$ cat src/verilog/audio_pkg.sv
/* shared audio definitions: sample and gain widths, Q format,
   frame, stereo, control and clip structs, DAC egress FSM states */

`default_nettype none

package audio_pkg;

  // ------------------------------
  // widths and gain format
  // ------------------------------
  localparam int AUDIO_WIDTH    = 24;
  localparam int GAIN_WIDTH     = 24;
  localparam int Q_BITS         = 11;  // 2048 == unity gain
  localparam int NR_OF_CHANNELS = 3;   // adc left, adc right, aux

  typedef logic signed [AUDIO_WIDTH-1:0] sample_t;
  typedef logic        [GAIN_WIDTH-1:0]  gain_t;    // unsigned Q13.11

  // ------------------------------
  // grouped signals
  // ------------------------------

  // one mixer input frame
  typedef struct packed {
    sample_t [NR_OF_CHANNELS-1:0] ch;  // [0] adc left, [1] adc right, [2] aux
  } mix_frame_t;

  // mixer result, sent left first
  typedef struct packed {
    sample_t left;
    sample_t right;
  } stereo_t;

  // static host settings, 99 bits
  typedef struct packed {
    gain_t [NR_OF_CHANNELS-1:0] ch_gain;
    logic  [NR_OF_CHANNELS-1:0] pan;       // set = right, clear = left
    gain_t                      out_gain;
  } mix_ctrl_t;

  // saturation flags from the mixer
  typedef struct packed {
    logic [NR_OF_CHANNELS-1:0] ch;   // per channel gain stage
    logic                      out;  // sum or output gain, either side
  } clip_t;

  // ------------------------------
  // dac egress
  // ------------------------------
  typedef enum logic [1:0] {
    WAIT_VALID,
    SEND_LEFT,
    SEND_RIGHT
  } egress_state_t;

endpackage

`default_nettype wire

$ cat src/verilog/adc_ingress.sv
/* ADC ingress: left/right pairing into a mixer frame with aux,
   signed peak capture and the peak clear indicator */

`timescale 1ns/1ps
`default_nettype none

module adc_ingress import audio_pkg::*; (
  input  wire          clk,
  input  wire          rst_n,
  input  wire sample_t adc_data,
  input  wire          adc_valid,
  input  wire          adc_last,     // high on the right sample
  input  wire sample_t aux_data,
  input  wire          clear_peaks,  // one-cycle command
  output mix_frame_t   frame,
  output logic         frame_valid,
  output sample_t      peak_max,
  output sample_t      peak_min,
  output logic         led_2
);

  logic take_left;
  logic take_right;

  assign take_left  = adc_valid && !adc_last;
  assign take_right = adc_valid && adc_last;

  // ------------------------------
  // frame assembly
  // ------------------------------
  always_ff @(posedge clk) begin
    if (take_left) begin
      frame.ch[0] <= adc_data;
    end
    if (take_right) begin
      frame.ch[1] <= adc_data;
      frame.ch[2] <= aux_data;  // aux sampled with the right beat
    end
  end

  always_ff @(posedge clk or negedge rst_n) begin
    if (!rst_n) begin
      frame_valid <= 1'b0;
    end else begin
      frame_valid <= take_right;  // single cycle strobe
    end
  end

  // ------------------------------
  // peak tracking
  // ------------------------------
  always_ff @(posedge clk or negedge rst_n) begin
    if (!rst_n) begin
      peak_max <= '0;
      peak_min <= '0;
      led_2    <= 1'b0;
    end else if (clear_peaks) begin  // clear wins over a sample
      peak_max <= '0;
      peak_min <= '0;
      led_2    <= ~led_2;
    end else if (adc_valid) begin
      if (adc_data > peak_max) begin
        peak_max <= adc_data;
      end
      if (adc_data < peak_min) begin
        peak_min <= adc_data;  // kept signed
      end
    end
  end

endmodule

`default_nettype wire

$ cat config.mk
export PLATFORM = sky130hd
export DESIGN_NAME = adc_ingress
export DESIGN_NICKNAME = d
export VERILOG_FILES = /design/src/verilog/audio_pkg.sv /design/src/verilog/adc_ingress.sv
export SDC_FILE = /design/constraint.sdc
export NUM_CORES = 1
export LEC_CHECK = 0
export ABC_AREA = 1
export BUFFER_PORTS_ARGS = -buffer_cell sky130_fd_sc_hd__buf_2
export CORE_AREA = 2 2 106 108
export DETAILED_ROUTE_END_ITERATION = 6
export DIE_AREA = 0 0 108 110
export PLACE_DENSITY_LB_ADDON = 0.3
export SETUP_SLACK_MARGIN = 0.2
export SLEW_MARGIN = 15
export SYNTH_ARGS = -nofsm -noshare
export SYNTH_HDL_FRONTEND = slang
export SYNTH_SLANG_ARGS = --single-unit
$ cat constraint.sdc
create_clock -name clk -period 3.8 [get_ports clk]
set_input_delay 0.19 -clock clk [delete_from_list [all_inputs] [get_ports clk]]
set_output_delay 0.19 -clock clk [all_outputs]
set_load 0.05 [all_outputs]
==> summary.md <==
| Metric | Value |
|---|---|
| Most used cell, CP | nand2_1 |
| Cts repair resizes | 0 |
| Die area | 11900 um2 |
| WP data arrival | 3.27 ns |
| Clock transition at the registers of the reported paths | 0.06 ns |
| Max-slew violations | 0 |
| Slowest CP cell | nand2_2 |
| Synth Warn # | 0 |
| Clock root buffer | clkbuf_8 |
| Largest net degree at the start of global routing | 51 |
| Syn Inst Count | 577 |
| DRT Pass-1 Iters | 5 |
| Initial antenna violation count | 0 |
| Post-layout minimum cycle time | 2.87 ns |
| Critical Path Max Stage Delay | 0.45 ns |
| First-pass GRT wire length | 23.4 mm |
| Wirelength per Cell | 15.5 um |
| Power density cells | 507 nW/um2 |
| Post-synth EDFFs | 72 |
| Nets | 900 |
| Part of the Yosys area used for sequential elements | 58.2% |
| CP Launch Type | flop |
| Final hold violations | 0 |
| Area growth, synth to finish | 34.1% |
| Clock Sinks | 122 |
| Peak VDD IR | 0.339 mV |
| Final Cycle Share | 75.4% |
| CP delay by family, top | simple AND/OR/NAND/NOR gates |
| Leak | 3.96 nW |
| Die width | 108 um |
| Via count | 4938 |
| Worst Path Required | 4.20 ns |
| Endpoints failing setup | 0 |
| CTS Buf Count | 17 |
| Ports | 175 |
| Synth Area per Inst | 10.2 um2 |
| Synth area leaders | edfxtp_1, dfrtp_1, ha_1 |
| RSZ-0062 raised after global routing | no |
| CP Max Fanout | 25 |
| Worst Max-Slew Pin Slew | 1.05 ns |
| Top-area cell type share of the netlist area | 36.9% |
| Relative slew slack | 29.9% |
| # fillers | 743 |
| Hold WC Path Type | input port to flop |
| Share of post-route cells with drive strength above 1 | 28.3% |
| Drt drc | 0 |
| Top cell type by total area after synthesis | edfxtp_1 |
| Iteration-0 DRC Markers | 320 |
| Core Util, Final | 73.5% |
| Fraction of registers with async set/reset | 41.0% |
| DRT antenna net count | 0 |
| Rows | 38 |
| Port Buffer Count | 174 |
| Top achievable clock speed | 0.349 GHz |
| Worst skew pair latency | 0.52 ns |
| CTS tree | built |
| Synth Cell Area | 5860 um2 |
| Top-count cell post-synth | nand2_1 |
| Die H | 110 um |
| CORE AREA | 10700 um2 |
| Wirelength, routed | 14.8 mm |
| Initial Util | 54.8% |
| Total GRT Usage | 26.1% |
| Commonest cells in the netlist | nand2_1, inv_1, edfxtp_1 |
| Kind of end point of the critical path | flop |
| Seq cells post-synth | 122 |
| Gr ovfl total | 0 |
| Final instance area | 7860 um2 |
| Placer congestion estimate | 0.853 |
| Kind of critical path | flop to flop |
| Syn_nets | 677 |
| Avg Vias per Cell | 5.18 |
| Outcome | finished, final reports clean |
| Critical path cell sequence | inv_1, ha_1, nand2_1, nor2_1, nand4_1, nor2_1, nand2_1, nand3_1, nand2_1, nand2_2, nand2_2, nand3_1, nand2_1 |
| Post-DP HPWL | 9.81 mm |
| Worst-case clock buffer depth | 2 |
| Max-capacitance violation count | 0 |
| Max Clock Skew | 0.00423 ns |
| Antenna cells | 0 |
| Top FF cell, synth | edfxtp_1 |
| H-tree depth | 4 |
| Vias in the first global route | 4983 |
| Final setup TNS | 0 ns |
| CP Buf/Inv Count | 1 |
| Post-synthesis cell type count | 23 |
| Post-DP Area | 6820 um2 |
where the power goes:
part	internal, mW	leakage (nW)	switching (mW)
Combinational	0.240	2.35	0.703
Clock	0.869	0.262	0.599
Sequential	1.52	1.35	0.0560
through the flow:
stage / std cells / power [mW] / hold WS (ns) / setup WS (ns)
after global routing: 953 / 4.15 / 0.119 / 0.570
final: 953 / 3.98 / 0.129 / 0.934
after floorplan: 577 / 2.26 / -0.106 / 1.60
after detailed placement: 872 / 2.50 / 0.352 / 0.816
after CTS: 953 / 4.00 / 0.114 / 0.760
after global placement: 872 / 2.47 / 0.338 / 0.890
final timing paths:
path | from | cells after the start | slack [ns] | endpoint
worst min register to register | led_2 | 1 | 0.46 | led_2
max in group asynchronous | rst_n | 3 | 3.05 | peak_min[6]
min in group asynchronous | rst_n | 3 | 0.32 | led_2
worst max-delay path | peak_max[15] | 13 | 0.93 | peak_max[18]
worst max register to register | peak_max[15] | 13 | 0.93 | peak_max[18]
worst min-delay path | adc_last | 2 | 0.13 | frame[23]
area by class of cell:
cell class                 instances  area, um2  share of cell area, %
timing repair buffer             227       1390                   17.7
clock buffer                      18        418                   5.32
multi-input combinational        334       1970                   25.1
clock inverter                    14        125                   1.59
inverter                          98        368                   4.68
sequential                       122       3410                   43.4
tap                              140        175                   2.23
layout by cell type, fill, tap and decap left out, drive strengths merged:
cell type,netlist,final
buf,15,178
nand2,119,119
inv,98,101
nand3,76,76
edfxtp,72,72
dfrtp,50,50
dlygate4sd3,0,49
ha,47,47
nor2,42,42
nand4,28,28
clkbuf,8,18
a21oi,14,14
clkinv,0,7
a21o,3,3
clkinvlp,0,3
o21ai,1,1
a31oi,1,1
nor3,1,1
and3,1,1
xor2,1,1
bufinv,0,1
flip-flops by register name (all words and copies together) (netlist names):
register and cells:
peak_max 24, led_2 1, frame 72, peak_min 24, frame_valid 1
cells by family (layout without fill, tap and decap cells):
logic type	Yosys count	after routing	synth area share, %
XOR/XNOR	1	1	0.149
AND/OR/NAND/NOR	267	267	21.3
flip-flops	122	122	58.2
AO/OA/AOI/OAI	19	19	1.77
adder cells (fa/ha/maj)	47	47	10.0
buffers and inverters	121	357	8.49
per-layer routing:
metal,part of all wire [%],global-route usage [%]
met1,40,30.7
met2,50,45.0
met3,7.9,7.41
met4,2.1,11.0
met5,0,0
what timing repair did:
action,in CTS,in global routing
endpoints found under the hold margin,122,0
hold buffers,49,0
buffers inserted,0,0
Note: power is estimated with default switching activity, not from simulation.
