$ cat src/verilog/audio_pkg.sv
/* shared audio definitions: sample and gain widths, Q format,
   frame, stereo, control and clip structs, DAC egress FSM states */

`default_nettype none

package audio_pkg;

  // ------------------------------
  // widths and gain format
  // ------------------------------
  localparam int AUDIO_WIDTH    = 24;
  localparam int GAIN_WIDTH     = 24;
  localparam int Q_BITS         = 11;  // 2048 == unity gain
  localparam int NR_OF_CHANNELS = 3;   // adc left, adc right, aux

  typedef logic signed [AUDIO_WIDTH-1:0] sample_t;
  typedef logic        [GAIN_WIDTH-1:0]  gain_t;    // unsigned Q13.11

  // ------------------------------
  // grouped signals
  // ------------------------------

  // one mixer input frame
  typedef struct packed {
    sample_t [NR_OF_CHANNELS-1:0] ch;  // [0] adc left, [1] adc right, [2] aux
  } mix_frame_t;

  // mixer result, sent left first
  typedef struct packed {
    sample_t left;
    sample_t right;
  } stereo_t;

  // static host settings, 99 bits
  typedef struct packed {
    gain_t [NR_OF_CHANNELS-1:0] ch_gain;
    logic  [NR_OF_CHANNELS-1:0] pan;       // set = right, clear = left
    gain_t                      out_gain;
  } mix_ctrl_t;

  // saturation flags from the mixer
  typedef struct packed {
    logic [NR_OF_CHANNELS-1:0] ch;   // per channel gain stage
    logic                      out;  // sum or output gain, either side
  } clip_t;

  // ------------------------------
  // dac egress
  // ------------------------------
  typedef enum logic [1:0] {
    WAIT_VALID,
    SEND_LEFT,
    SEND_RIGHT
  } egress_state_t;

endpackage

`default_nettype wire

$ cat src/verilog/clip_monitor.sv
/* clip indicator: any clip lights led_1 for HOLD_CYCLES+1 cycles,
   clips during the hold are ignored */

`timescale 1ns/1ps
`default_nettype none

module clip_monitor import audio_pkg::*; #(
  parameter int HOLD_CYCLES = 625_000_000
) (
  input  wire        clk,
  input  wire        rst_n,
  input  wire clip_t clip,
  output logic       led_1
);

  localparam int CNT_WIDTH = (HOLD_CYCLES > 0) ? $clog2(HOLD_CYCLES + 1) : 1;
  localparam logic [CNT_WIDTH-1:0] HOLD_LAST = CNT_WIDTH'(HOLD_CYCLES);

  logic                 hold;
  logic [CNT_WIDTH-1:0] hold_cnt;
  logic                 clip_any;

  assign clip_any = (|clip.ch) || clip.out;

  always_ff @(posedge clk or negedge rst_n) begin
    if (!rst_n) begin
      hold     <= 1'b0;
      hold_cnt <= '0;
    end else if (!hold) begin
      if (clip_any) begin
        hold     <= 1'b1;  // lit from the next edge
        hold_cnt <= '0;
      end
    end else if (hold_cnt == HOLD_LAST) begin
      hold <= 1'b0;        // hold over
    end else begin
      hold_cnt <= hold_cnt + 1'b1;
    end
  end

  assign led_1 = hold;

endmodule

`default_nettype wire

$ cat config.mk
export PLATFORM = sky130hd
export DESIGN_NAME = clip_monitor
export DESIGN_NICKNAME = d
export VERILOG_FILES = /design/src/verilog/audio_pkg.sv /design/src/verilog/clip_monitor.sv
export SDC_FILE = /design/constraint.sdc
export NUM_CORES = 1
export LEC_CHECK = 0
export BUFFER_PORTS_ARGS = -buffer_cell sky130_fd_sc_hd__buf_4
export CAP_MARGIN = 40
export CORE_MARGIN = 3
export CORE_UTILIZATION = 45
export DETAILED_ROUTE_END_ITERATION = 6
export GPL_ROUTABILITY_DRIVEN = 0
export MAX_ROUTING_LAYER = met4
export PLACE_DENSITY_LB_ADDON = 0.05
export SLEW_MARGIN = 25
export SYNTH_ARGS = -nofsm -noshare
export SYNTH_HDL_FRONTEND = slang
export SYNTH_SLANG_ARGS = --single-unit
$ cat constraint.sdc
create_clock -name clk -period 6.7 [get_ports clk]
set_input_delay 1.34 -clock clk [delete_from_list [all_inputs] [get_ports clk]]
set_output_delay 1.34 -clock clk [all_outputs]
set_load 0.01 [all_outputs]
==> impl_metrics.json <==
{
  "cp-end-kind": "flop",
  "syn-cell-area_um2": 1790,
  "cts_root_buffer": "clkbuf_8",
  "max_slew_margin": 0.522,
  "fmax_ghz": 0.350,
  "die_y_um": 69.0,
  "numCtsBuffers": 5,
  "grt_util_met3": 0.0452,
  "p_per_area_nw_per_um2": 223,
  "instances_no_fill": 258,
  "crit_path_start": "hold_cnt[20]",
  "synth_xor_area_frac": 0.00490,
  "ys_seq_area_frac": 0.434,
  "synthMuxAreaShare": 0.0392,
  "core_area_um2": 3740,
  "dieArea_um2": 4770,
  "finClkSkew_ns": 0.00633,
  "layout.nets": 219,
  "yosysTopAreaCell": "dfrtp_1",
  "ir_drop_mv": 0.176,
  "synth.area.top_cells": "dfrtp_1 43%, nand2_1 5.7%, nand4_1 5.2%, a21oi_1 4.2%, mux2i_1 3.9%",
  "avgViaCountPerCell": 6.02,
  "cts_hold_repair.buffers": 0,
  "yosysUniqueCellTypes": 46,
  "cp-start-kind": "flop",
  "async_flop_share": 1.00,
  "cts_tree": "done",
  "layout_commonest_cell": "dfrtp_1",
  "yosys.area_share.simple": 0.285,
  "wire_per_inst_um": 16.8,
  "drc": 0,
  "dpl_worst_slack_ns": 3.84,
  "critPathRequiredTime_ns": 6.86,
  "synth_seq_cells": 31,
  "slowest_delay_ns": 0.72,
  "drive_gt1_frac": 0.0905,
  "path_clk_slew_ns": 0.06,
  "drtAntennaViolNets": 0,
  "grt_max_degree": 32,
  "hp-class": "reg2reg",
  "synthAdderAreaFrac": 0.0140,
  "synth-edff-count": 0,
  "use_met1": 0.268,
  "crit_fanout": 7,
  "leakagePower_nw": 0.800,
  "clock_latency_ns": 0.28,
  "finalSetupViolations": 0,
  "rows": 22,
  "die_w_um": 69.0,
  "rsz0062_at_grt": "false",
  "cts_max_path_buffers": 2,
  "cap_violations": 0,
  "min_path_cells": 1,
  "ios": 7,
  "finalHoldViolCount": 0,
  "critical_path.most_common_cell": "or4_1",
  "drv_slew": 0,
  "worstPathCellList": "or4_1, or4_4, o41ai_2, buf_4, or4_1, nand3_1",
  "grt_usage": 0.206,
  "first_iter_violations": 132,
  "cp_slowest_cell": "o41ai_2",
  "yosysWarnings": 0,
  "cts_setup_buffers": 0,
  "cts.sinks": 31,
  "cts_resized": 0,
  "nFillCells": 372,
  "fin_ws_ns": 3.84,
  "busiest_layer": "met2",
  "r2r-end": "hold_cnt[22]",
  "timing.rr.start": "hold_cnt[20]",
  "antenna_found_initial": 0,
  "drt_first_pass_iters": 4,
  "synth.top_cell.area_share": 0.434,
  "syn-num-nets": 211,
  "setup_tns_ns": 0,
  "layout_common_cells": "31 x dfrtp_1, 27 x nand2_1, 15 x nand4_1, 15 x a21oi_1, 11 x o21ai_0",
  "synthFlopType": "dfrtp_1",
  "run_status": "complete, no violations",
  "tightest_slew_ns": 0.709,
  "antenna_cells": 0,
  "worst_ep_arrival_time_ns": 3.02,
  "min_period_ns": 2.86,
  "period_share": 0.426,
  "htree_levels": 2,
  "syn_inst": 203,
  "routed_wl_um": 4330,
  "synth_top_family_by_area": "simple AND/OR/NAND/NOR gates",
  "use_met2": 0.320,
  "area_growth_pct": 9.31,
  "dp_hpwl_um": 2980,
  "gr-total-overflow": 0,
  "dp.cells": 251,
  "critPathKind": "reg2reg",
  "via_count": 1552,
  "reg2reg_depth": 6,
  "cp-endpoint": "hold_cnt[22]",
  "start_util": 0.478,
  "grt_pass1_vias": 1525,
  "rrSetupSlack_ns": 3.84,
  "port-buffer-count": 6,
  "grt_pass1_wl_um": 7620,
  "avgSynthCellArea_um2": 8.81,
  "synth_compound_area_frac": 0.178
}
layer usage:
metal	routed length, um	up-vias	part of all wire
li1	-	778	-
met1	2080	738	0.48
met2	2070	30	0.48
met3	123	6	0.028
met4	59	0	0.014
met5	0	-	0
critical path, delay by kind of cell (launching register included):
family / cells / cell delay, ns
and+or+nand+nor: 4 / 1.30
AOI/OAI and AO/OA: 1 / 0.72
DFF: 1 / 0.44
buffers and inverters: 1 / 0.27
worst min-delay path by stage:
stage / slack, ns / end / from
6_report: 0.47 / hold_cnt[29] / hold_cnt[29]
5_1_grt: 0.50 / hold_cnt[29] / hold_cnt[29]
4_1_cts: 0.48 / hold_cnt[29] / hold_cnt[29]
3_5_place_dp: 0.48 / hold_cnt[29] / hold_cnt[29]
3_3_place_gp: 0.46 / hold_cnt[29] / hold_cnt[29]
2_1_floorplan: 0.44 / hold_cnt[29] / hold_cnt[29]
per-stage QoR:
step / power (mW) / util / hold WS (ns) / instance area [um^2]
after floorplan: 0.280 / - / 0.437 / 1790
after global placement: 0.302 / 0.495 / 0.465 / 1850
after detailed placement: 0.303 / 0.499 / 0.478 / 1870
after CTS: 0.439 / 0.518 / 0.485 / 1940
after global routing: 0.464 / 0.522 / 0.500 / 1950
final: 0.435 / 0.522 / 0.474 / 1950
logic make-up (layout without fill, tap and decap cells):
| family | count (synthesis) | count (layout) |
|---|---|---|
| buffers and inverters | 18 | 25 |
| AOI/OAI and AO/OA | 50 | 50 |
| DFF | 31 | 31 |
| muxes | 7 | 7 |
| xor gates and xnor gates | 1 | 1 |
| and+or+nand+nor | 94 | 94 |
| adders and majority gates | 2 | 2 |
power breakdown:
group	switching, mW	internal, mW	total, mW
logic	0.0276	0.0245	0.0522
registers	0.0380	0.210	0.248
clock network	0.0652	0.0691	0.134
cells in the mapped netlist, types with 2 or more instances:
library cell  instances
or2_2                 2
a21oi_1              15
nor4_1                3
nand3_1               9
mux2i_1               7
clkbuf_1              5
nand2_1              27
and4_1                2
nand2b_1              2
nor3_1                6
nand4_1              15
o21ai_0              11
o211ai_1              3
or4_1                 3
and3_1                5
o21ai_1               2
nor2_1                8
a31oi_1               6
or3_1                 4
inv_1                 8
ha_1                  2
o31ai_1               2
nand3b_1              2
dfrtp_1              31
nor4b_1               2
state kept, by name, summed over array words and instances, names as in the netlist:
name      flops
hold_cnt     30
led_1         1
final cells by class:
type,count,area (um^2),share of cell area
Multi-Input combinational cell,154,932,0.477
Clock buffer,6,72.6,0.0371
Sequential cell,31,776,0.397
Inverter,9,33.8,0.0173
Tap cell,48,60.1,0.0307
Timing Repair Buffer,10,80.1,0.0410
Power figures use the tool's default switching activity.
