## src/verilog/audio_pkg.sv

```systemverilog
/* shared audio definitions: sample and gain widths, Q format,
   frame, stereo, control and clip structs, DAC egress FSM states */

`default_nettype none

package audio_pkg;

  // ------------------------------
  // widths and gain format
  // ------------------------------
  localparam int AUDIO_WIDTH    = 24;
  localparam int GAIN_WIDTH     = 24;
  localparam int Q_BITS         = 11;  // 2048 == unity gain
  localparam int NR_OF_CHANNELS = 3;   // adc left, adc right, aux

  typedef logic signed [AUDIO_WIDTH-1:0] sample_t;
  typedef logic        [GAIN_WIDTH-1:0]  gain_t;    // unsigned Q13.11

  // ------------------------------
  // grouped signals
  // ------------------------------

  // one mixer input frame
  typedef struct packed {
    sample_t [NR_OF_CHANNELS-1:0] ch;  // [0] adc left, [1] adc right, [2] aux
  } mix_frame_t;

  // mixer result, sent left first
  typedef struct packed {
    sample_t left;
    sample_t right;
  } stereo_t;

  // static host settings, 99 bits
  typedef struct packed {
    gain_t [NR_OF_CHANNELS-1:0] ch_gain;
    logic  [NR_OF_CHANNELS-1:0] pan;       // set = right, clear = left
    gain_t                      out_gain;
  } mix_ctrl_t;

  // saturation flags from the mixer
  typedef struct packed {
    logic [NR_OF_CHANNELS-1:0] ch;   // per channel gain stage
    logic                      out;  // sum or output gain, either side
  } clip_t;

  // ------------------------------
  // dac egress
  // ------------------------------
  typedef enum logic [1:0] {
    WAIT_VALID,
    SEND_LEFT,
    SEND_RIGHT
  } egress_state_t;

endpackage

`default_nettype wire

```

## src/verilog/dac_egress_fsm.sv

```systemverilog
/* DAC egress FSM: sends each stereo result as a left beat,
   then a right beat with last, under valid/ready */

`timescale 1ns/1ps
`default_nettype none

module dac_egress_fsm import audio_pkg::*; (
  input  wire          clk,
  input  wire          rst_n,
  input  wire stereo_t mix_out,
  input  wire          mix_valid,
  input  wire          dac_ready,
  output sample_t      dac_data,
  output logic         dac_valid,
  output logic         dac_last
);

  egress_state_t state;
  sample_t       right_q;  // right sample waits here during the left beat
  logic          load;
  logic          left_done;
  logic          right_done;

  // mix_valid outside WAIT_VALID is dropped
  assign load       = (state == WAIT_VALID) && mix_valid;
  assign left_done  = (state == SEND_LEFT) && dac_ready;
  assign right_done = (state == SEND_RIGHT) && dac_ready;

  // ------------------------------
  // control
  // ------------------------------
  always_ff @(posedge clk or negedge rst_n) begin
    if (!rst_n) begin
      state     <= WAIT_VALID;
      dac_valid <= 1'b0;
      dac_last  <= 1'b0;
    end else begin
      case (state)
        WAIT_VALID: begin
          if (load) begin
            state     <= SEND_LEFT;
            dac_valid <= 1'b1;
            dac_last  <= 1'b0;
          end
        end
        SEND_LEFT: begin
          if (left_done) begin
            state    <= SEND_RIGHT;
            dac_last <= 1'b1;  // right beat closes the pair
          end
        end
        SEND_RIGHT: begin
          if (right_done) begin
            state     <= WAIT_VALID;
            dac_valid <= 1'b0;
            dac_last  <= 1'b0;
          end
        end
        default: state <= WAIT_VALID;
      endcase
    end
  end

  // ------------------------------
  // data path, held unless a beat moves
  // ------------------------------
  always_ff @(posedge clk) begin
    if (load) begin
      dac_data <= mix_out.left;
      right_q  <= mix_out.right;
    end else if (left_done) begin
      dac_data <= right_q;
    end
  end

endmodule

`default_nettype wire

```

## config.mk

```make
export PLATFORM = sky130hd
export DESIGN_NAME = dac_egress_fsm
export DESIGN_NICKNAME = d
export VERILOG_FILES = /design/src/verilog/audio_pkg.sv /design/src/verilog/dac_egress_fsm.sv
export SDC_FILE = /design/constraint.sdc
export NUM_CORES = 1
export LEC_CHECK = 0
export BUFFER_PORTS_ARGS = -buffer_cell sky130_fd_sc_hd__buf_2
export CORE_MARGIN = 8
export CORE_UTILIZATION = 48
export DETAILED_ROUTE_END_ITERATION = 8
export PLACE_DENSITY = 0.78
export SLEW_MARGIN = 20
export SYNTH_ARGS = -nofsm -noshare
export SYNTH_HDL_FRONTEND = slang
export SYNTH_SLANG_ARGS = --single-unit
```

## constraint.sdc

```tcl
create_clock -name clk -period 3.2 [get_ports clk]
set_input_delay 0.16 -clock clk [delete_from_list [all_inputs] [get_ports clk]]
set_output_delay 0.16 -clock clk [all_outputs]
set_load 0.02 [all_outputs]
```

==> results of run 1 <==
## worst max-delay path: cells and delay by family (launching register included)
kind	cells	cell delay [ps]
flops	1	450
mux	1	410
simple gates	2	860
## routing by layer
metal  up-vias  share of wire, %
met5         -                 0
met4         0               1.8
met3         8               9.6
met2        53                55
met1       531                33
li1        532                 -
## synthesized netlist by cell type
| cell | count | share of area, % |
|---|---|---|
| a21oi_1 | 3 | 0.74 |
| buf_12 | 2 | 2.0 |
| buf_4 | 1 | 0.37 |
| dfrtp_1 | 4 | 4.9 |
| edfxtp_1 | 48 | 71 |
| inv_1 | 3 | 0.55 |
| mux2_2 | 5 | 2.8 |
| mux2_4 | 19 | 14 |
| nand2_1 | 1 | 0.18 |
| nand2b_4 | 1 | 0.68 |
| nand3_1 | 1 | 0.25 |
| nor2_1 | 1 | 0.18 |
| nor2_8 | 1 | 0.98 |
| o21a_1 | 1 | 0.37 |
| o21ai_0 | 4 | 0.98 |
| o22ai_1 | 1 | 0.31 |
## through the flow
stage / setup slack, ps / power [W] / hold slack, ps / instance area [um2] / util (%)
floorplan: 998.1 / 0.001662 / -135.6 / 2037 / -
finish: 1219 / 0.002270 / 30.49 / 2570 / 63.34
global route: 1116 / 0.002383 / 5.071 / 2570 / 63.34
CTS: 1210 / 0.002292 / 22.51 / 2570 / 63.34
detailed placement: 1217 / 0.001859 / -31.58 / 2449 / 60.35
global placement: 1310 / 0.001821 / -37.88 / 2449 / 60.35
## sequential cells by signal, indices dropped and copies added, names as in the netlist
register	cells
dac_data	24
dac_last	1
dac_valid	1
right_q	24
state	2
## layout make-up
| type | instances | area, um2 |
|---|---|---|
| Fill cell | 299 | 1488 |
| Clock inverter | 3 | 42.54 |
| Tap cell | 50 | 62.56 |
| Clock buffer | 5 | 68.82 |
| Timing Repair Buffer | 79 | 402.9 |
| Inverter | 3 | 11.26 |
| Sequential cell | 52 | 1541 |
| Multi-Input combinational cell | 38 | 440.4 |
## timing repair
item,4_1_cts,5_1_grt
setup buffers,0,0
endpoints found under the hold margin,4,0
resized for setup,0,0
hold buffers,1,0
## layout by cell type, fill, tap and decap left out, types with 2 or more instances in the layout
master and count:
mux2_2 5, inv_1 3, o21ai_0 4, mux2_4 19, dfrtp_1 4, a21oi_1 2, clkbuf_8 5, edfxtp_1 48
buf_2 77
## how the worst max path moves through the flow
| stage | startpoint | to | slack (ps) |
|---|---|---|---|
| finish | state[0] | dac_data[0] | 1220 |
| global placement | state[0] | dac_data[2] | 1310 |
| global route | state[0] | dac_data[22] | 1120 |
| CTS | state[0] | dac_data[0] | 1210 |
| floorplan | state[0] | dac_data[0] | 1000 |
| detailed placement | state[0] | dac_data[0] | 1220 |
## kinds of logic after synthesis
kind of cell	after synthesis	share of synthesized area [%]
buffers and inverters	6	2.887
AOI/OAI and AO/OA	9	2.396
muxes	24	16.77
DFF	52	75.68
and+or+nand+nor	5	2.272
## power groups by stage
| stage | clock (W) | combinational, W | sequential, W |
|---|---|---|---|
| floorplan | 0 | 0.000390 | 0.00127 |
| global placement | 0 | 0.000710 | 0.00111 |
| detailed placement | 0 | 0.000735 | 0.00112 |
| CTS | 0.000445 | 0.000735 | 0.00111 |
| global route | 0.000476 | 0.000774 | 0.00113 |
| finish | 0.000435 | 0.000724 | 0.00111 |
==> metrics.md, run 1 <==
| Metric | Value |
|---|---|
| Routed wire length per instance | 16.76 um |
| Critical path fanouts, max | 48 |
| Reg2Reg Depth | 3 |
| Worst clock skew | approximately 5.6 ps |
| Met2 Track Usage GR | 22.29% |
| # diodes | 0 |
| Fin nets | roughly 230 |
| Initial DRC Count | 53 |
| Hold crit path type | in -> reg |
| Starting Density | 50.20% |
| Critical R2R Capture | dac_data[0] |
| Busiest grt layer | met2 |
| Fin crit share | roughly three fifths |
| Clock Latency Late Sink | 300 ps |
| Final setup fails | 0 |
| Core footprint | roughly 4100 um2 |
| Post-route antenna net violation count | 0 |
| Share of post-route cells with drive strength above 1 | between 60% and 70% |
| Final HPWL DP | roughly 3000 um |
| WHS Path Cells | 1 |
| Fin. Hold Viols | 0 |
| Clock share of power | 19.2% |
| Clock tree buffer depth | 2 |
| Crit end category | register |
| Peak VDD IR | approximately 480 uV |
| Worst-path cell chain | nand2b_4 -> nor2_8 -> mux2_2 |
| Flops & latches, synth | 52 |
| Mapped cell area | 2037 um2 |
| Vias per inst | roughly 5 |
| Final wirelength | just under 4000 um |
| Slew at the pin with the worst max-slew slack | around 870 ps |
| Tmin final | approximately 2000 ps |
| Reg-to-Reg Start | state[0] |
| Leakage | between 1 and 1.5 nW |
| Combinational share of power | between 30% and 40% |
| Layout area overhead | 26.17% |
| Clock sink total | 52 |
| Delay of the slowest cell on the worst path | 660 ps |
| Global-route wire length before repair | between 5000 and 6000 um |
| Mapped Cells | 96 |
| Vias | around 1,100 |
| Number of global-route vias before repair | between 1,000 and 1,500 |
| Clk slew on worst S/H paths | ~90 ps |
| P_sw | 0.0007081 W |
| Largest net degree at the start of global routing | 49 |
| Worst Path Required | 3260 ps |
| Final Wtd Congestion | a little over 0.7 |
| Inst Count DP | 221 |
| Crit path kind | reg -> reg |
| Worst Hold Launch | mix_out[5] |
| Status | complete, no violations |
| Root Driver | clkbuf_8 |
| Met3 usage | 5.740% |
| I/O pins | 78 |
| Drt first pass iters | 4 |
| Arrival @ worst endpoint | 2040 ps |
| Post-route insts no fill | 230 |
| CTS buffer count | 5 |
| Sequential area share after synthesis | between 70% and 80% |
| Met1 GRT Util | around 11% |
| Post-Syn Nets | between 100 and 150 |
| Overflow after GRT | 0 |
| Switch share | between 30% and 40% |
| CTS tree | done |
| Synth warnings | 0 |
| Startpoint types | register |
| Max Cap Violations | 0 |
| Crit-path slowest cell | nor2_8 |
| Seq pwr share | between 40 and 50% |
| Final Slew Violations | 0 |
| Netlist cell types | 16 |
| Number of port buffers | a little under 80 |
| F_max | ~500 MHz |
| R2R Setup Slk | 1220 ps |
| P per Cell Area | slightly below 900 nW/um2 |
| Mean Syn Cell Area | about 21 um2 |
| Core Rows | 23 |
| Setup TNS | 0 ps |
| DIE WIDTH | 81.15 um |
| DIE AREA | roughly 6600 um2 |
| Number of H-tree levels | 2 |
| Unrepaired setup endpoints after global routing | no |
| Hold EP | right_q[5] |
| GRT Total Usage | between 10% and 20% |
| Slew margin rel. | 42.12% |
| Antenna violations before repair | 0 |
| Internal Power | ~0.0016 W |
| Die Ht | a little over 80 um |
| Drt drc | 0 |
Note: power is estimated with default switching activity, not from simulation.
==> run 2: changes to the inputs <==
CORE_UTILIZATION = 43   (was 48)
PLACE_DENSITY = 0.73   (was 0.78)
clock period = 1.6 ns   (was 3.2 ns; I/O delays follow)
==> run 2 against run 1 <==
Net effect: register-to-register slack got worse by 1100 ps; maximum frequency increased by 33%; setup slack got worse by 1100 ps; cell count increased by 14%; critical path type unchanged; largest cell class unchanged; highest routed layer unchanged.
==> metrics.md, run 2 (synthesized netlist as in run 1, its figures left out) <==
| Metric | Value |
|---|---|
| Fillers | 353 (+18%) |
| Slew margin rel. | 80.00% (+38 points) |
| Drt first pass iters | 4 (unchanged) |
| Seq pwr share | 47.5% (-1.4 points) |
| Root Driver | clkbuf_8 |
| Hold crit path type | in -> reg |
| Startpoint types | register |
| Fin nets | 259 (+12%) |
| Die Ht | 84.83 um (+4.5%) |
| Worst clock skew | 12.78 ps (+7.198 ps) |
| Core footprint | 4661 um2 (+15%) |
| I/O pins | 78 (unchanged) |
| Worst path setup slack after routing | 113.9 ps (-1105 ps) |
| Layout area overhead | 40.79% |
| Final Wtd Congestion | 0.6916 (-2.7%) |
| CTS buffer count | 5 (unchanged) |
| Combinational share of power | 36.6% (+4.7 points) |
| Internal Power | 0.003134 W (+100%) |
| F_max | 672.9 MHz (+33%) |
| Final wirelength | 4219 um (+9.4%) |
| Number of port buffers | 77 (unchanged) |
| Crit-path leading delay family | flip-flops |
| DIE WIDTH | 84.83 um (+4.5%) |
| Overflow after GRT | 0 (unchanged) |
| Post-Place Cell Area | 2529 um2 (+3.3%) |
| Vias | 1,234 (+9.8%) |
| Leakage | 1.195 nW (+11%) |
| Number of global-route vias before repair | 1,345 (+6.8%) |
| GRT Total Usage | 11.75% (-0.26 points) |
| Finished Cell Area | 2868 um2 (+12%) |
| Vias per inst | 4.710 (-3.6%) |
| CP Buf/Inv Count | 1 (+1) |
| Fin. Hold Viols | 0 (unchanged) |
| Final setup fails | 0 (unchanged) |
| Critical path fanouts, max | 28 (-42%) |
| Largest net degree at the start of global routing | 29 (-41%) |
| P per Cell Area | 1608 nW/um2 (+82%) |
| Clock tree buffer depth | 2 (unchanged) |
| Critical R2R Capture | dac_data[11] |
| Reg2Reg Depth | 4 (+1) |
| Clock Latency Late Sink | 300 ps (about the same) |
| Clk slew on worst S/H paths | 100 ps (about the same) |
| Clock sink total | 52 (unchanged) |
| Crit-path slowest cell | dfrtp_1 |
| Initial DRC Count | 44 (-17%) |
| Crit end category | register |
| Tmin final | 1486 ps (-495.1 ps) |
| Worst Hold Launch | mix_out[40] |
| Final Slew Violations | 0 (unchanged) |
| Worst Path Required | 1660 ps (-1600 ps) |
| Number of gates resized after CTS | 0 (unchanged) |
| Unrepaired setup endpoints after global routing | no |
| CTS tree | done |
| Global-route wire length before repair | 6561 um (+11%) |
| Biggest registers after layout | dac_data x24, right_q x24, state x2 |
| Switch share | 32.02% (+0.82 points) |
| Core Rows | 25 (+8.7%) |
| Delay of the slowest cell on the worst path | 390 ps (-270 ps) |
| DIE AREA | 7195 um2 (+9.3%) |
| Worst-path cell chain | nand2b_4 -> nor2_8 -> buf_12 -> mux2_4 |
| Reg-to-Reg Start | state[0] |
| Max Cap Violations | 0 (unchanged) |
| Starting Density | 43.70% (-6.5 points) |
| # diodes | 0 (unchanged) |
| Number of H-tree levels | 2 (unchanged) |
| R2R Setup Slk | 110 ps (-1100 ps) |
| Most used cells in the layout excluding fill and tap cells | buf_2, edfxtp_1, dlygate4sd3_1 |
| Peak VDD IR | 712.4 uV (+47%) |
| Crit path kind | reg -> reg |
| Most common cell after layout, fill and taps aside | buf_2 |
| P_sw | 0.001476 W (+110%) |
| WHS Path Cells | 2 (+1) |
| Clock share of power | 15.9% (-3.3 points) |
| Post-route antenna net violation count | 0 (unchanged) |
| Arrival @ worst endpoint | 1540 ps (-500 ps) |
| Hold EP | dac_data[16] |
| Pre-CTS setup slack | 122.3 ps (-1095 ps) |
| Fin crit share | 92.88% (+31 points) |
| Routed wire length per instance | 16.10 um (-3.9%) |
| Setup TNS | 0 ps (unchanged) |
| Slew at the pin with the worst max-slew slack | 300.0 ps (-568.2 ps) |
| Status | complete, no violations |
| Share of post-route cells with drive strength above 1 | 55.77% (-7.0 points) |
| Drt drc | 0 (unchanged) |
| Antenna violations before repair | 0 (unchanged) |
| Final HPWL DP | 3104 um (+3.0%) |
## run 2: worst max-delay path by stage
stage,from,end,slack (ps),cells past startpoint
final,state[0],dac_data[11],110,4
after global routing,state[0],dac_data[11],60,4
after CTS,state[0],dac_data[3],100,4
after detailed placement,state[0],dac_data[15],120,4
after global placement,state[0],dac_data[15],170,4
after floorplan,state[0],dac_data[13],90,4
## run 2: final cells by class
| cell class | instances | area (um2) | area share (%) |
|---|---|---|---|
| Tap cell | 54 | 67.56 | 2.356 |
| Sequential cell | 52 | 1541 | 53.75 |
| Multi-Input combinational cell | 38 | 447.9 | 15.62 |
| Clock inverter | 2 | 16.27 | 0.5672 |
| Timing Repair Buffer | 107 | 710.7 | 24.78 |
| Clock buffer | 6 | 72.57 | 2.531 |
| Inverter | 3 | 11.26 | 0.3927 |
## run 2: metrics by stage
stage	total power [W]	std cells	util, %	hold WS [ps]
after global placement	0.003814	229	54.25	-111.7
after global routing	0.004836	262	61.53	57.35
final	0.004610	262	61.53	65.92
after floorplan	0.003339	96	-	-215.6
after CTS	0.004684	262	61.53	48.92
after detailed placement	0.003893	229	54.25	-99.26
## run 2: power by group through the flow
stage	Sequential, W	Combinational, W	Clock (W)
final	0.00219	0.00169	0.000734
after detailed placement	0.00223	0.00167	0
after global routing	0.00223	0.00179	0.000806
after floorplan	0.00254	0.000804	0
after global placement	0.00221	0.00161	0
after CTS	0.00220	0.00171	0.000771
## run 2: per-layer routing
layer,vias to the layer above,global-route usage [%],part of all wire (%)
met4,0,2.913,0.64
met2,49,19.83,51
met1,596,13.32,40
met5,-,0,0
li1,587,-,-
met3,2,5.116,8.3
## run 2: timing repair
item | 4_1_cts | 5_1_grt
hold buffers | 25 | 0
hold endpoints to repair | 28 | 0
setup buffers | 0 | 0
