--- src/verilog/event_timer.sv ---
/* free-running period timer with a one-cycle tick and a phase
   that toggles on every tick */

`timescale 1ns/1ps
`default_nettype none

module event_timer #(
  parameter int PERIOD = 12_500
) (
  input  wire  clk,
  input  wire  rst_n,
  output logic tick,
  output logic phase
);

  localparam int CNT_WIDTH = (PERIOD > 1) ? $clog2(PERIOD) : 1;
  localparam logic [CNT_WIDTH-1:0] LAST = CNT_WIDTH'(PERIOD - 1);

  logic [CNT_WIDTH-1:0] cnt;
  logic                 wrap;

  assign wrap = (cnt == LAST);

  always_ff @(posedge clk or negedge rst_n) begin
    if (!rst_n) begin
      cnt   <= '0;
      tick  <= 1'b0;
      phase <= 1'b0;
    end else begin
      tick <= wrap;  // first tick PERIOD cycles after reset
      if (wrap) begin
        cnt   <= '0;
        phase <= ~phase;
      end else begin
        cnt <= cnt + 1'b1;
      end
    end
  end

endmodule

`default_nettype wire
--- config.mk ---
export PLATFORM = sky130hd
export DESIGN_NAME = event_timer
export DESIGN_NICKNAME = d
export VERILOG_FILES = /design/src/verilog/event_timer.sv
export SDC_FILE = /design/constraint.sdc
export NUM_CORES = 1
export LEC_CHECK = 0
export BUFFER_PORTS_ARGS = -buffer_cell sky130_fd_sc_hd__buf_2
export CAP_MARGIN = 0
export CORE_MARGIN = 8
export CORE_UTILIZATION = 35
export CTS_CLUSTER_DIAMETER = 120
export DETAILED_ROUTE_END_ITERATION = 16
export PLACE_DENSITY_LB_ADDON = 0.05
export SYNTH_ARGS = -nofsm -noshare
export SYNTH_HDL_FRONTEND = slang
export SYNTH_SLANG_ARGS = --single-unit
--- constraint.sdc ---
create_clock -name clk -period 1.91 [get_ports clk]
set_clock_uncertainty 0.2 [all_clocks]
set_input_delay 0.2865 -clock clk [delete_from_list [all_inputs] [get_ports clk]]
set_output_delay 0.2865 -clock clk [all_outputs]
set_load 0.01 [all_outputs]
==> results of run 1 <==
[through the flow]
step / power [W] / worst slack [ns] / cells / instance area (µm²)
3_5_place_dp: 0.0003528 / 0.1945 / 89 / 757.0
4_1_cts: 0.0005277 / 0.1616 / 93 / 789.5
3_3_place_gp: 0.0003530 / 0.2189 / 89 / 757.0
5_1_grt: 0.0005390 / 0.04094 / 93 / 790.8
2_1_floorplan: 0.0003453 / 0.3102 / 59 / 708.2
6_report: 0.0005158 / 0.2175 / 93 / 790.8
[cells in the mapped netlist]
| library cell | count | share of area |
|---|---|---|
| and2_1 | 1 | 0.0088 |
| and2_2 | 1 | 0.011 |
| and3_2 | 1 | 0.011 |
| and4_1 | 2 | 0.025 |
| and4_4 | 2 | 0.032 |
| buf_4 | 1 | 0.011 |
| dfrtp_1 | 16 | 0.57 |
| ha_1 | 1 | 0.018 |
| mux2i_1 | 1 | 0.014 |
| nand2_1 | 3 | 0.016 |
| nand2b_1 | 1 | 0.0088 |
| nand3_1 | 4 | 0.028 |
| nand3b_1 | 1 | 0.011 |
| nand4_1 | 3 | 0.027 |
| nor2_1 | 5 | 0.027 |
| nor2b_1 | 1 | 0.0088 |
| nor3b_1 | 1 | 0.011 |
| nor4b_1 | 1 | 0.012 |
| nor4bb_1 | 1 | 0.014 |
| o21ai_0 | 1 | 0.0071 |
| xnor2_1 | 8 | 0.099 |
| xor2_1 | 3 | 0.037 |
[state kept, by name, indices dropped and copies added, names as in the netlist]
| register | flops |
|---|---|
| cnt | 14 |
| tick | 1 |
| phase | 1 |
[placed cells by master (no fill, tap or decap)]
master,instances
nor2_1,5
buf_4,1
nand3_1,4
o21ai_0,1
nor4b_1,1
and4_4,2
nand2_1,3
and4_1,1
ha_1,1
xor2_1,3
nand3b_1,1
and2_2,1
nor3b_1,1
dlygate4sd3_1,1
and3_2,1
and4_2,1
nor2b_1,1
clkbuf_4,3
buf_2,3
and2_1,1
xnor2_1,8
dfrtp_1,16
mux2i_1,1
nand2b_1,1
nand4_1,3
nor4bb_1,1
[worst max path at each step]
stage | endpoint | slack [ns] | cells past startpoint
2_1_floorplan | cnt[13]$_DFF_PN0_ | 0.31 | 6
3_3_place_gp | phase$_DFFE_PN0N_ | 0.22 | 5
3_5_place_dp | phase$_DFFE_PN0N_ | 0.19 | 5
4_1_cts | phase$_DFFE_PN0N_ | 0.16 | 5
5_1_grt | phase$_DFFE_PN0N_ | 0.04 | 5
6_report | phase$_DFFE_PN0N_ | 0.22 | 5
[worst max-delay path: stages, from the launching register on]
cell     delay [ns]
dfrtp_1        0.43
ha_1           0.27
and2_1         0.17
and4_2         0.23
buf_4          0.16
xor2_1         0.13
[per-layer routing]
metal | up-vias | share of wire
li1 | 220 | -
met4 | 0 | 0.0081
met1 | 220 | 0.47
met3 | 2 | 0.062
met5 | - | 0
met2 | 9 | 0.46
[cells by family after synthesis]
| family | share of synthesized area |
|---|---|
| AO/OA/AOI/OAI | 0.007060 |
| XOR/XNOR | 0.1361 |
| adder cells (fa/ha/maj) | 0.01767 |
| buffers and inverters | 0.01060 |
| flip-flops | 0.5654 |
| multiplexers | 0.01413 |
| AND/OR/NAND/NOR | 0.2492 |
[report_power, final]
part           internal, W  leakage (nW)  switching (W)
Sequential        0.000338         0.209              0
Clock            0.0000731        0.0138      0.0000958
Combinational   0.00000207         0.132     0.00000648
Total             0.000414         0.355       0.000102
[what timing repair did]
item / in CTS / in global routing
endpoints found under the setup margin: 0 / 1
gates resized for setup: 0 / 1
hold endpoints to repair: 16 / 0
hold buffers: 1 / 0
[area by class of cell]
cell class              count  area, µm²  share of cell area
well taps                  27      33.78             0.04272
repair buffers              5      32.53             0.04114
flip-flops and latches     16      400.4              0.5063
clock buffers               3      22.52             0.02848
multi-input cells          42      301.5              0.3813
==> load_flow_metrics.sql, run 1 <==
INSERT INTO impl_metrics (metric_group, metric, value, unit) VALUES
('yosys', 'postSynthAreaPerCell', '12.00', 'µm²'),
('setup_path', 'criticalPathCategory', 'reg -> reg', ''),
('die', 'initial_utilization', '0.3647', ''),
('clock_tree', 'worst_setup_hold_path_clk_slew', '0.08', 'ns'),
('placement', 'dpl_hpwl', '880.3', 'µm'),
('global_route', 'grt.met1_usage', '0.09864', ''),
('final_layout', 'nNetsFinal', '71', ''),
('global_route', 'grtUsageMet3', '0.04873', ''),
('sta', 'timing.slew.headroom', '0.7611', ''),
('routing', 'route.detailed.vias_per_inst', '4.849', ''),
('clock_tree', 'cts.htree.levels', '1', ''),
('routing', 'drt_pre_antenna_iters', '4', ''),
('setup_path', 'path_max_fanout', '7', ''),
('run', 'max_cap_viol_count', '0', ''),
('global_route', 'grt_most_used_layer', 'met2', ''),
('outcome', 'status', 'finished clean', ''),
('clock_tree', 'clock_latency', '0.28', 'ns'),
('global_route', 'grt_pass1_vias', '470', ''),
('final_layout', 'area_growth_syn_to_layout', '11.66', '%'),
('routing', 'via_total_after_detailed_routing', '451', ''),
('clock_tree', 'tritoncts_clock_tree', 'done', ''),
('pwr', 'worst_voltage_drop_across_the_vdd_grid', '0.3041', 'mV'),
('routing', 'drt_iter0_drc', '15', ''),
('die', 'boundaryPins', '4', ''),
('pwr', 'pwr_density_cell', '652.3', 'mW/mm²'),
('yosys', 'synth_fp_nets', '62', ''),
('sta', 'tns', '0', 'ns'),
('die', 'die_height', '60.98', 'µm'),
('sta', 'fin_hold_ws', '0.2368', 'ns'),
('setup_path', 'worstReg2RegStart', 'cnt[0]$_DFF_PN0_', ''),
('clock_tree', 'ctsRootBufferMaster', 'clkbuf_4', ''),
('die', 'fp.coreArea', '0.001942', 'mm²'),
('final_layout', 'final_core_util', '0.4072', ''),
('setup_path', 'worstPathArrival', '1.66', 'ns'),
('yosys', 'mappedNetlistArea', '708.2', 'µm²'),
('sta', 'timing.fmax', '590.8', 'MHz'),
('sta', 'rsz0062_at_grt', 'no', ''),
('yosys', 'ys_seq_elements', '16', ''),
('clock_tree', 'cts_post_setup_buffers_inserted', '0', ''),
('setup_path', 'worstReg2RegEnd', 'phase$_DFFE_PN0N_', ''),
('global_route', 'gr-usage-all-layers', '0.08265', ''),
('setup_path', 'worst-r2r-setup-slack', '0.22', 'ns'),
('yosys', 'post_synth_inst_count', '59', ''),
('clock_tree', 'tritoncts_num_sinks', '16', ''),
('routing', 'post-route-drc-count', '0', ''),
('yosys', 'synth.distinct_cells', '22', ''),
('clock_tree', 'cts.path.max_buffers', '2', ''),
('sta', 'layout_min_cycle_time', '1.693', 'ns'),
('die', 'die_extent_in_x', '60.98', 'µm'),
('setup_path', 'worst_reg_to_reg_cells', '5', ''),
('setup_path', 'timing.critical_path.to_type', 'flop', ''),
('final_layout', 'antenna_cells', '0', ''),
('final_layout', 'fillCellCount', '201', ''),
('global_route', 'grt_use_met2', '0.1146', ''),
('sta', 'setup-violations-final', '0', ''),
('yosys', 'warning_count_from_the_yosys_run', '0', ''),
('sta', 'tightestPinTransition', '0.3584', 'ns'),
('global_route', 'grt_residual_overflow', '0', ''),
('die', 'core.rowCount', '16', ''),
('routing', 'wl_per_cell', '13.26', 'µm'),
('pwr', 'power_leakage', '0.3548', 'nW'),
('clock_tree', 'cts_inserted_buffers', '3', ''),
('sta', 'timing_hold_violations_final', '0', ''),
('setup_path', 'worst-endpoint-required', '1.88', 'ns'),
('global_route', 'number_of_antenna_violations_at_the_first_check_in_global_routing', '0', ''),
('placement', 'port_buffers', '3', ''),
('routing', 'wirelength', '1.233', 'mm'),
('die', 'die_area', '0.003719', 'mm²'),
('routing', 'final_antenna_violating_net_count', '0', ''),
('hold_path', 'holdCritPathClass', 'in -> async', ''),
('global_route', 'grt_first_pass_wirelength', '2.166', 'mm'),
('global_route', 'grt_start_max_net_pins', '17', ''),
('yosys', 'synth-seq-area-share', '0.5654', ''),
('setup_path', 'timing.critical_path.from_type', 'flop', ''),
('final_layout', 'layout_cell_share_with_drive_strength_beyond_1', '0.1818', ''),
('placement', 'global_placement_routability_congestion', '0.7584', ''),
('sta', 'final_min_period_over_clock_period', '0.8861', ''),
('setup_path', 'startpoint', 'cnt[0]$_DFF_PN0_', ''),
('sta', 'maxSlewViolCount', '0', '');
Power figures use the tool's default switching activity.
==> inputs of run 2 (changes only) <==
--- a/config.mk
+++ b/config.mk
@@ -5,6 +5,7 @@
 export SDC_FILE = /design/constraint.sdc
 export NUM_CORES = 1
 export LEC_CHECK = 0
+export ABC_AREA = 1
 export BUFFER_PORTS_ARGS = -buffer_cell sky130_fd_sc_hd__buf_2
 export CAP_MARGIN = 0
 export CORE_MARGIN = 8
==> run 2 against run 1 <==
  * Clock power up 37%
  * Sequential power is essentially flat
  * Wire length is 64% higher
  * Combinational power grew 3.5%
==> load_flow_metrics.sql, run 2 <==
INSERT INTO impl_metrics (metric_group, metric, value, unit) VALUES
('setup_path', 'path_max_fanout', '5', ''),
('final_layout', 'area.sequential', '400.4', 'µm²'),
('clock_tree', 'tritoncts_num_sinks', '16', ''),
('final_layout', 'finished_layout_cells', '169', ''),
('clock_tree', 'ctsRootBufferMaster', 'clkbuf_4', ''),
('global_route', 'gr-usage-all-layers', '0.1057', ''),
('clock_tree', 'worst_setup_hold_path_clk_slew', '0.10', 'ns'),
('final_layout', 'number_of_flip_flops_under_the_largest_register_name', '14', ''),
('routing', 'final_antenna_violating_net_count', '0', ''),
('pwr', 'power.switching_fraction', '0.2102', ''),
('sta', 'timing.slew.headroom', '0.7522', ''),
('pwr', 'share_clk_of_total_power', '0.399', ''),
('final_layout', 'layout.cells.most_common', 'nand2_1', ''),
('final_layout', 'most-common-layout-cells', 'nand2_1, nor2_1, inv_1, dfrtp_1, nand3_1', ''),
('yosys', 'post_synth_inst_count', '132', ''),
('setup_path', 'worstPathArrival', '1.62', 'ns'),
('sta', 'tightestPinTransition', '0.3717', 'ns'),
('setup_path', 'timing.critical_path.from_type', 'flop', ''),
('yosys', 'synth.area.top_cells', 'dfrtp_1, nand2_1, nor2_1, inv_1, nand3_1', ''),
('setup_path', 'worst-endpoint-required', '1.89', 'ns'),
('pwr', 'pwr_density_cell', '569.9', 'mW/mm²'),
('routing', 'drt_iter0_drc', '30', ''),
('setup_path', 'worst-r2r-setup-slack', '0.27', 'ns'),
('routing', 'wirelength', '2.022', 'mm'),
('die', 'initial_utilization', '0.3717', ''),
('yosys', 'yosys.cell_count.top_type', 'nand2_1', ''),
('yosys', 'synth_fp_nets', '135', ''),
('clock_tree', 'cts.htree.levels', '1', ''),
('yosys', 'synth-seq-area-share', '0.4348', ''),
('sta', 'fin_hold_ws', '0.2336', 'ns'),
('placement', 'port_buffers', '3', ''),
('sta', 'timing.fmax', '610.0', 'MHz'),
('final_layout', 'reg.largest.list', 'cnt (14), phase (1), tick (1)', ''),
('setup_path', 'timing.critical_path.to_type', 'flop', ''),
('global_route', 'number_of_antenna_violations_at_the_first_check_in_global_routing', '0', ''),
('die', 'die_height', '67.30', 'µm'),
('global_route', 'grt_pass1_vias', '784', ''),
('pwr', 'power.total', '0.0005783', 'W'),
('setup_path', 'worst_reg_to_reg_cells', '6', ''),
('pwr', 'power_leakage', '0.5251', 'nW'),
('final_layout', 'largest_register', 'cnt', ''),
('placement', 'pre_cts_slack', '0.3267', 'ns'),
('sta', 'timing_hold_violations_final', '0', ''),
('setup_path', 'criticalPathCategory', 'reg -> reg', ''),
('sta', 'final_critical_path_setup_slack', '0.2706', 'ns'),
('yosys', 'ys_top_cells_by_count', 'nand2_1, nor2_1, inv_1', ''),
('global_route', 'grt_residual_overflow', '0', ''),
('routing', 'drt_pre_antenna_iters', '6', ''),
('routing', 'wl_per_cell', '11.96', 'µm'),
('global_route', 'grt_start_max_net_pins', '17', ''),
('global_route', 'grt_first_pass_wirelength', '3.622', 'mm'),
('final_layout', 'antenna_cells', '0', ''),
('clock_tree', 'tritoncts_clock_tree', 'done', ''),
('routing', 'via_total_after_detailed_routing', '811', ''),
('sta', 'setup-violations-final', '0', ''),
('run', 'max_cap_viol_count', '0', ''),
('final_layout', 'area_growth_syn_to_layout', '10.19', '%'),
('outcome', 'status', 'finished clean', ''),
('yosys', 'postSynthAreaPerCell', '6.976', 'µm²'),
('yosys', 'yosysTopAreaCell', 'dfrtp_1', ''),
('yosys', 'synth_ff_type', 'dfrtp_1', ''),
('final_layout', 'layout_cell_share_with_drive_strength_beyond_1', '0.1007', ''),
('die', 'boundaryPins', '4', ''),
('final_layout', 'fillCellCount', '270', ''),
('yosys', 'share_of_the_synthesized_area_in_the_top_cell_type', '0.4348', ''),
('clock_tree', 'holdBufCountCts', '1', ''),
('sta', 'maxSlewViolCount', '0', ''),
('yosys', 'async_flop_share', '1.000', ''),
('sta', 'tns', '0', 'ns'),
('die', 'die_extent_in_x', '67.30', 'µm'),
('final_layout', 'nNetsFinal', '143', ''),
('sta', 'layout_min_cycle_time', '1.639', 'ns'),
('placement', 'post-place-cells', '164', ''),
('sta', 'rsz0062_at_grt', 'no', ''),
('pwr', 'worst_voltage_drop_across_the_vdd_grid', '0.2820', 'mV'),
('pwr', 'power.switching', '0.0001215', 'W'),
('yosys', 'warning_count_from_the_yosys_run', '0', ''),
('clock_tree', 'cts.path.max_buffers', '2', ''),
('yosys', 'ys_seq_elements', '16', ''),
('pwr', 'power.share.combinational', '0.015', ''),
('setup_path', 'worstReg2RegEnd', 'cnt[6]$_DFF_PN0_', ''),
('hold_path', 'holdCritPathClass', 'in -> async', ''),
('die', 'die_area', '0.004529', 'mm²'),
('placement', 'global_placement_routability_congestion', '0.8624', ''),
('setup_path', 'startpoint', 'cnt[0]$_DFF_PN0_', ''),
('clock_tree', 'clock_latency', '0.29', 'ns'),
('placement', 'dpl_hpwl', '1.514', 'mm'),
('pwr', 'internal-power', '0.0004567', 'W'),
('die', 'fp.coreArea', '0.002477', 'mm²'),
('pwr', 'seqPwrFrac', '0.585', ''),
('routing', 'post-route-drc-count', '0', ''),
('clock_tree', 'postCtsResizedCells', '0', ''),
('setup_path', 'worstReg2RegStart', 'cnt[0]$_DFF_PN0_', ''),
('yosys', 'mappedNetlistArea', '920.9', 'µm²'),
('final_layout', 'multiInputGateArea', '429.2', 'µm²'),
('clock_tree', 'cts_inserted_buffers', '3', ''),
('yosys', 'synth.distinct_cells', '17', ''),
('yosys', 'synth-edff-count', '0', ''),
('routing', 'route.detailed.vias_per_inst', '4.799', ''),
('clock_tree', 'cts_post_setup_buffers_inserted', '0', ''),
('die', 'core.rowCount', '18', ''),
('sta', 'final_min_period_over_clock_period', '0.8583', '');
==> run 2: changes by cell type after synthesis, sizes merged, moves of 4 or more <==
cell	change
nand2	+34
nor2	+24
inv	+23
xnor2	-8
nand3	+5
and4	-4
nor3	+4
==> run 2: logic make-up after synthesis <==
family | synth area share
flops | 0.4348
compound gates | 0.01630
fa+ha+maj | 0.01358
simple gates | 0.3981
buf+inv | 0.09918
xor+xnor | 0.03804
==> run 2: layout make-up <==
class	instances	share of cell area
Multi-Input combinational cell	92	0.4229
Timing Repair Buffer	4	0.02466
Clock buffer	4	0.03576
Inverter	23	0.08508
Tap cell	30	0.03699
Sequential cell	16	0.3946
==> run 2: power groups by stage <==
stage               sequential [W]  combinational, W  clock, W
CTS                       0.000339        0.00000967  0.000248
detailed placement        0.000345        0.00000809         0
global placement          0.000345        0.00000783         0
floorplan                 0.000345    0.000000000281         0
finish                    0.000338        0.00000885  0.000231
global route              0.000339         0.0000106  0.000256
==> run 2: per-layer routing <==
metal,up-vias,routed length [µm],track usage
li1,419,-,-
met1,367,988,0.1416
met2,21,898,0.1541
met3,4,90,0.01987
met4,0,44,0.06266
met5,-,0,0
==> run 2: worst max-delay path by stage <==
stage                                   to  slack (ns)  cells past startpoint
after global placement    cnt[6]$_DFF_PN0_        0.32                      6
final                     cnt[6]$_DFF_PN0_        0.27                      6
after floorplan           cnt[6]$_DFF_PN0_        0.53                      6
after detailed placement  cnt[6]$_DFF_PN0_        0.33                      6
after CTS                 cnt[6]$_DFF_PN0_        0.30                      6
after global routing      cnt[6]$_DFF_PN0_        0.13                      6
==> run 2: critical path: stages (launching register included) <==
cell	delay, ns
dfrtp_1	0.40
ha_1	0.26
nand2_1	0.12
nor2_1	0.22
inv_1	0.10
o21ai_0	0.17
nor2_1	0.05
==> run 2: metrics by stage <==
step                      utilization  area (µm²)
final                          0.4096        1015
after global placement         0.3909       968.4
after floorplan                     -       920.9
after detailed placement       0.3909       968.4
after CTS                      0.4096        1015
after global routing           0.4096        1015
==> inputs of run 3 (changes only) <==
--- a/config.mk
+++ b/config.mk
@@ -5,13 +5,12 @@
 export SDC_FILE = /design/constraint.sdc
 export NUM_CORES = 1
 export LEC_CHECK = 0
-export ABC_AREA = 1
-export BUFFER_PORTS_ARGS = -buffer_cell sky130_fd_sc_hd__buf_2
 export CAP_MARGIN = 0
 export CORE_MARGIN = 8
 export CORE_UTILIZATION = 35
 export CTS_CLUSTER_DIAMETER = 120
 export DETAILED_ROUTE_END_ITERATION = 16
+export DONT_BUFFER_PORTS = 1
 export PLACE_DENSITY_LB_ADDON = 0.05
 export SYNTH_ARGS = -nofsm -noshare
 export SYNTH_HDL_FRONTEND = slang
==> run 3 against run 2 <==
  * Final area decreased by 24%
  * Clock power decreased by 26%
  * First-iteration DRC count decreased by 100%
  * Sequential share of layout area increased by 12 points
  * Highest routed layer unchanged
  * Largest power group unchanged
  * Setup slack got worse by 0.0036 ns
  * Sequential cell count unchanged
==> load_flow_metrics.sql, run 3 (same netlist as run 1, synthesis figures left out) <==
INSERT INTO impl_metrics (metric_group, metric, value, unit) VALUES
('setup_path', 'worstPathArrival', '1.62', 'ns'),
('placement', 'dpl_hpwl', '831.8', 'µm'),
('setup_path', 'criticalPathCategory', 'reg -> reg', ''),
('clock_tree', 'cts_inserted_buffers', '3', ''),
('routing', 'drt_iter0_drc', '0', ''),
('clock_tree', 'cts.path.max_buffers', '2', ''),
('sta', 'fin_hold_ws', '0.2827', 'ns'),
('routing', 'final_antenna_violating_net_count', '0', ''),
('routing', 'via_total_after_detailed_routing', '430', ''),
('global_route', 'gr-usage-all-layers', '0.08323', ''),
('clock_tree', 'cts_post_setup_buffers_inserted', '0', ''),
('pwr', 'pwr_density_cell', '669.0', 'mW/mm²'),
('setup_path', 'timing.critical_path.to_type', 'flop', ''),
('sta', 'timing_hold_violations_final', '0', ''),
('global_route', 'grt_start_max_net_pins', '17', ''),
('final_layout', 'finished_layout_cells', '90', ''),
('sta', 'final_min_period_over_clock_period', '0.8602', ''),
('die', 'initial_utilization', '0.3647', ''),
('routing', 'wl_per_cell', '13.22', 'µm'),
('sta', 'rsz0062_at_grt', 'no', ''),
('final_layout', 'area.sequential', '400.4', 'µm²'),
('final_layout', 'area_growth_syn_to_layout', '9.364', '%'),
('outcome', 'status', 'finished clean', ''),
('hold_path', 'worst_hold_startpoint', 'cnt[13]$_DFF_PN0_', ''),
('clock_tree', 'worst_setup_hold_path_clk_slew', '0.09', 'ns'),
('setup_path', 'worstReg2RegEnd', 'phase$_DFFE_PN0N_', ''),
('final_layout', 'design_area', '774.5', 'µm²'),
('sta', 'tns', '0', 'ns'),
('sta', 'layout_min_cycle_time', '1.643', 'ns'),
('clock_tree', 'cts.htree.levels', '1', ''),
('final_layout', 'nNetsFinal', '68', ''),
('setup_path', 'worstReg2RegStart', 'cnt[0]$_DFF_PN0_', ''),
('clock_tree', 'postCtsResizedCells', '0', ''),
('routing', 'route.detailed.vias_per_inst', '4.778', ''),
('sta', 'tightestPinTransition', '0.7320', 'ns'),
('routing', 'drt_pre_antenna_iters', '1', ''),
('placement', 'global_placement_routability_congestion', '0.7078', ''),
('final_layout', 'number_of_flip_flops_under_the_largest_register_name', '14', ''),
('clock_tree', 'tritoncts_num_sinks', '16', ''),
('placement', 'post-place-cells', '86', ''),
('sta', 'timing.fmax', '608.6', 'MHz'),
('final_layout', 'most-common-layout-cells', 'dfrtp_1, xnor2_1, nor2_1, nand3_1', ''),
('sta', 'timing.slew.headroom', '0.5104', ''),
('clock_tree', 'ctsRootBufferMaster', 'clkbuf_4', ''),
('setup_path', 'path_max_fanout', '8', ''),
('placement', 'placedInstanceArea', '742.0', 'µm²'),
('final_layout', 'layout.cells.most_common', 'dfrtp_1', ''),
('routing', 'wirelength', '1.190', 'mm'),
('hold_path', 'worst_hold_path.num_cells', '1', ''),
('pwr', 'power_leakage', '0.3396', 'nW'),
('final_layout', 'multiInputGateArea', '300.3', 'µm²'),
('clock_tree', 'holdBufCountCts', '1', ''),
('run', 'max_cap_viol_count', '0', ''),
('setup_path', 'worst_reg_to_reg_cells', '5', ''),
('final_layout', 'largest_register', 'cnt', ''),
('global_route', 'grt_residual_overflow', '0', ''),
('setup_path', 'worst-r2r-setup-slack', '0.27', 'ns'),
('final_layout', 'antenna_cells', '0', ''),
('routing', 'post-route-drc-count', '0', ''),
('global_route', 'grt_pass1_vias', '463', ''),
('sta', 'maxSlewViolCount', '0', ''),
('pwr', 'worst_voltage_drop_across_the_vdd_grid', '0.3747', 'mV'),
('clock_tree', 'clock_latency', '0.28', 'ns'),
('global_route', 'grt_first_pass_wirelength', '2.159', 'mm'),
('hold_path', 'hold_end', 'cnt[13]$_DFF_PN0_', ''),
('die', 'core.rowCount', '16', ''),
('die', 'fp.coreArea', '0.001942', 'mm²'),
('final_layout', 'reg.largest.list', 'cnt (14), phase (1), tick (1)', ''),
('setup_path', 'timing.critical_path.from_type', 'flop', ''),
('final_layout', 'layout_cell_share_with_drive_strength_beyond_1', '0.1270', ''),
('die', 'die_height', '60.98', 'µm'),
('sta', 'setup-violations-final', '0', ''),
('die', 'die_area', '0.003719', 'mm²'),
('global_route', 'number_of_antenna_violations_at_the_first_check_in_global_routing', '0', ''),
('hold_path', 'holdCritPathClass', 'reg -> reg', ''),
('clock_tree', 'tritoncts_clock_tree', 'done', ''),
('final_layout', 'fillCellCount', '189', ''),
('setup_path', 'worst-endpoint-required', '1.88', 'ns'),
('die', 'die_extent_in_x', '60.98', 'µm'),
('placement', 'port_buffers', '0', ''),
('die', 'boundaryPins', '4', '');
## run 3: cell count changes in the layout (fill, tap and decap cells not counted), moves of 3 or more
cell,delta
nand2_1,-32
inv_1,-22
nor2_1,-21
xnor2_1,+8
nand3_1,-5
buf_2,-3
nor3_1,-3
## run 3: worst max path at each step
stage               cells after the start           endpoint              from  slack [ns]
finish                                  5  phase$_DFFE_PN0N_  cnt[0]$_DFF_PN0_        0.27
global route                            5  phase$_DFFE_PN0N_  cnt[0]$_DFF_PN0_        0.15
CTS                                     5  phase$_DFFE_PN0N_  cnt[0]$_DFF_PN0_        0.26
detailed placement                      5  phase$_DFFE_PN0N_  cnt[0]$_DFF_PN0_        0.28
global placement                        5  phase$_DFFE_PN0N_  cnt[0]$_DFF_PN0_        0.31
floorplan                               6  cnt[13]$_DFF_PN0_  cnt[0]$_DFF_PN0_        0.31
## run 3: area by class of cell
| class | instances | share of cell area |
|---|---|---|
| multi-input combinational | 42 | 0.3877 |
| clock buffer | 3 | 0.02908 |
| sequential | 16 | 0.5170 |
| tap | 27 | 0.04362 |
| timing repair buffer | 2 | 0.02262 |
## run 3: where the power goes
part	switching (W)	internal (W)	total (W)
sequential	0	0.000338	0.000338
combinational	0.00000642	0.00000138	0.00000780
clock	0.0000987	0.0000732	0.000172
total	0.000105	0.000413	0.000518
## run 3: metrics by stage
stage               total power [W]  utilization  setup WS (ns)
finish                    0.0005182       0.3988         0.2670
global route              0.0005456       0.3988         0.1528
CTS                       0.0005292       0.3988         0.2554
detailed placement        0.0003452       0.3821         0.2784
global placement          0.0003452       0.3821         0.3062
floorplan                 0.0003453            -         0.3102
## run 3: critical path: stages (launching register included)
cell and delay [ns]:
dfrtp_1 0.43, ha_1 0.26, and2_1 0.17, and4_1 0.17, buf_4 0.17, xor2_1 0.14
## run 3: layer usage
metal	vias up	wire, µm	GRT usage
met5	-	0	0
li1	217	-	-
met3	4	41	0.02966
met4	0	31	0.06977
met2	5	483	0.1026
met1	204	634	0.1099
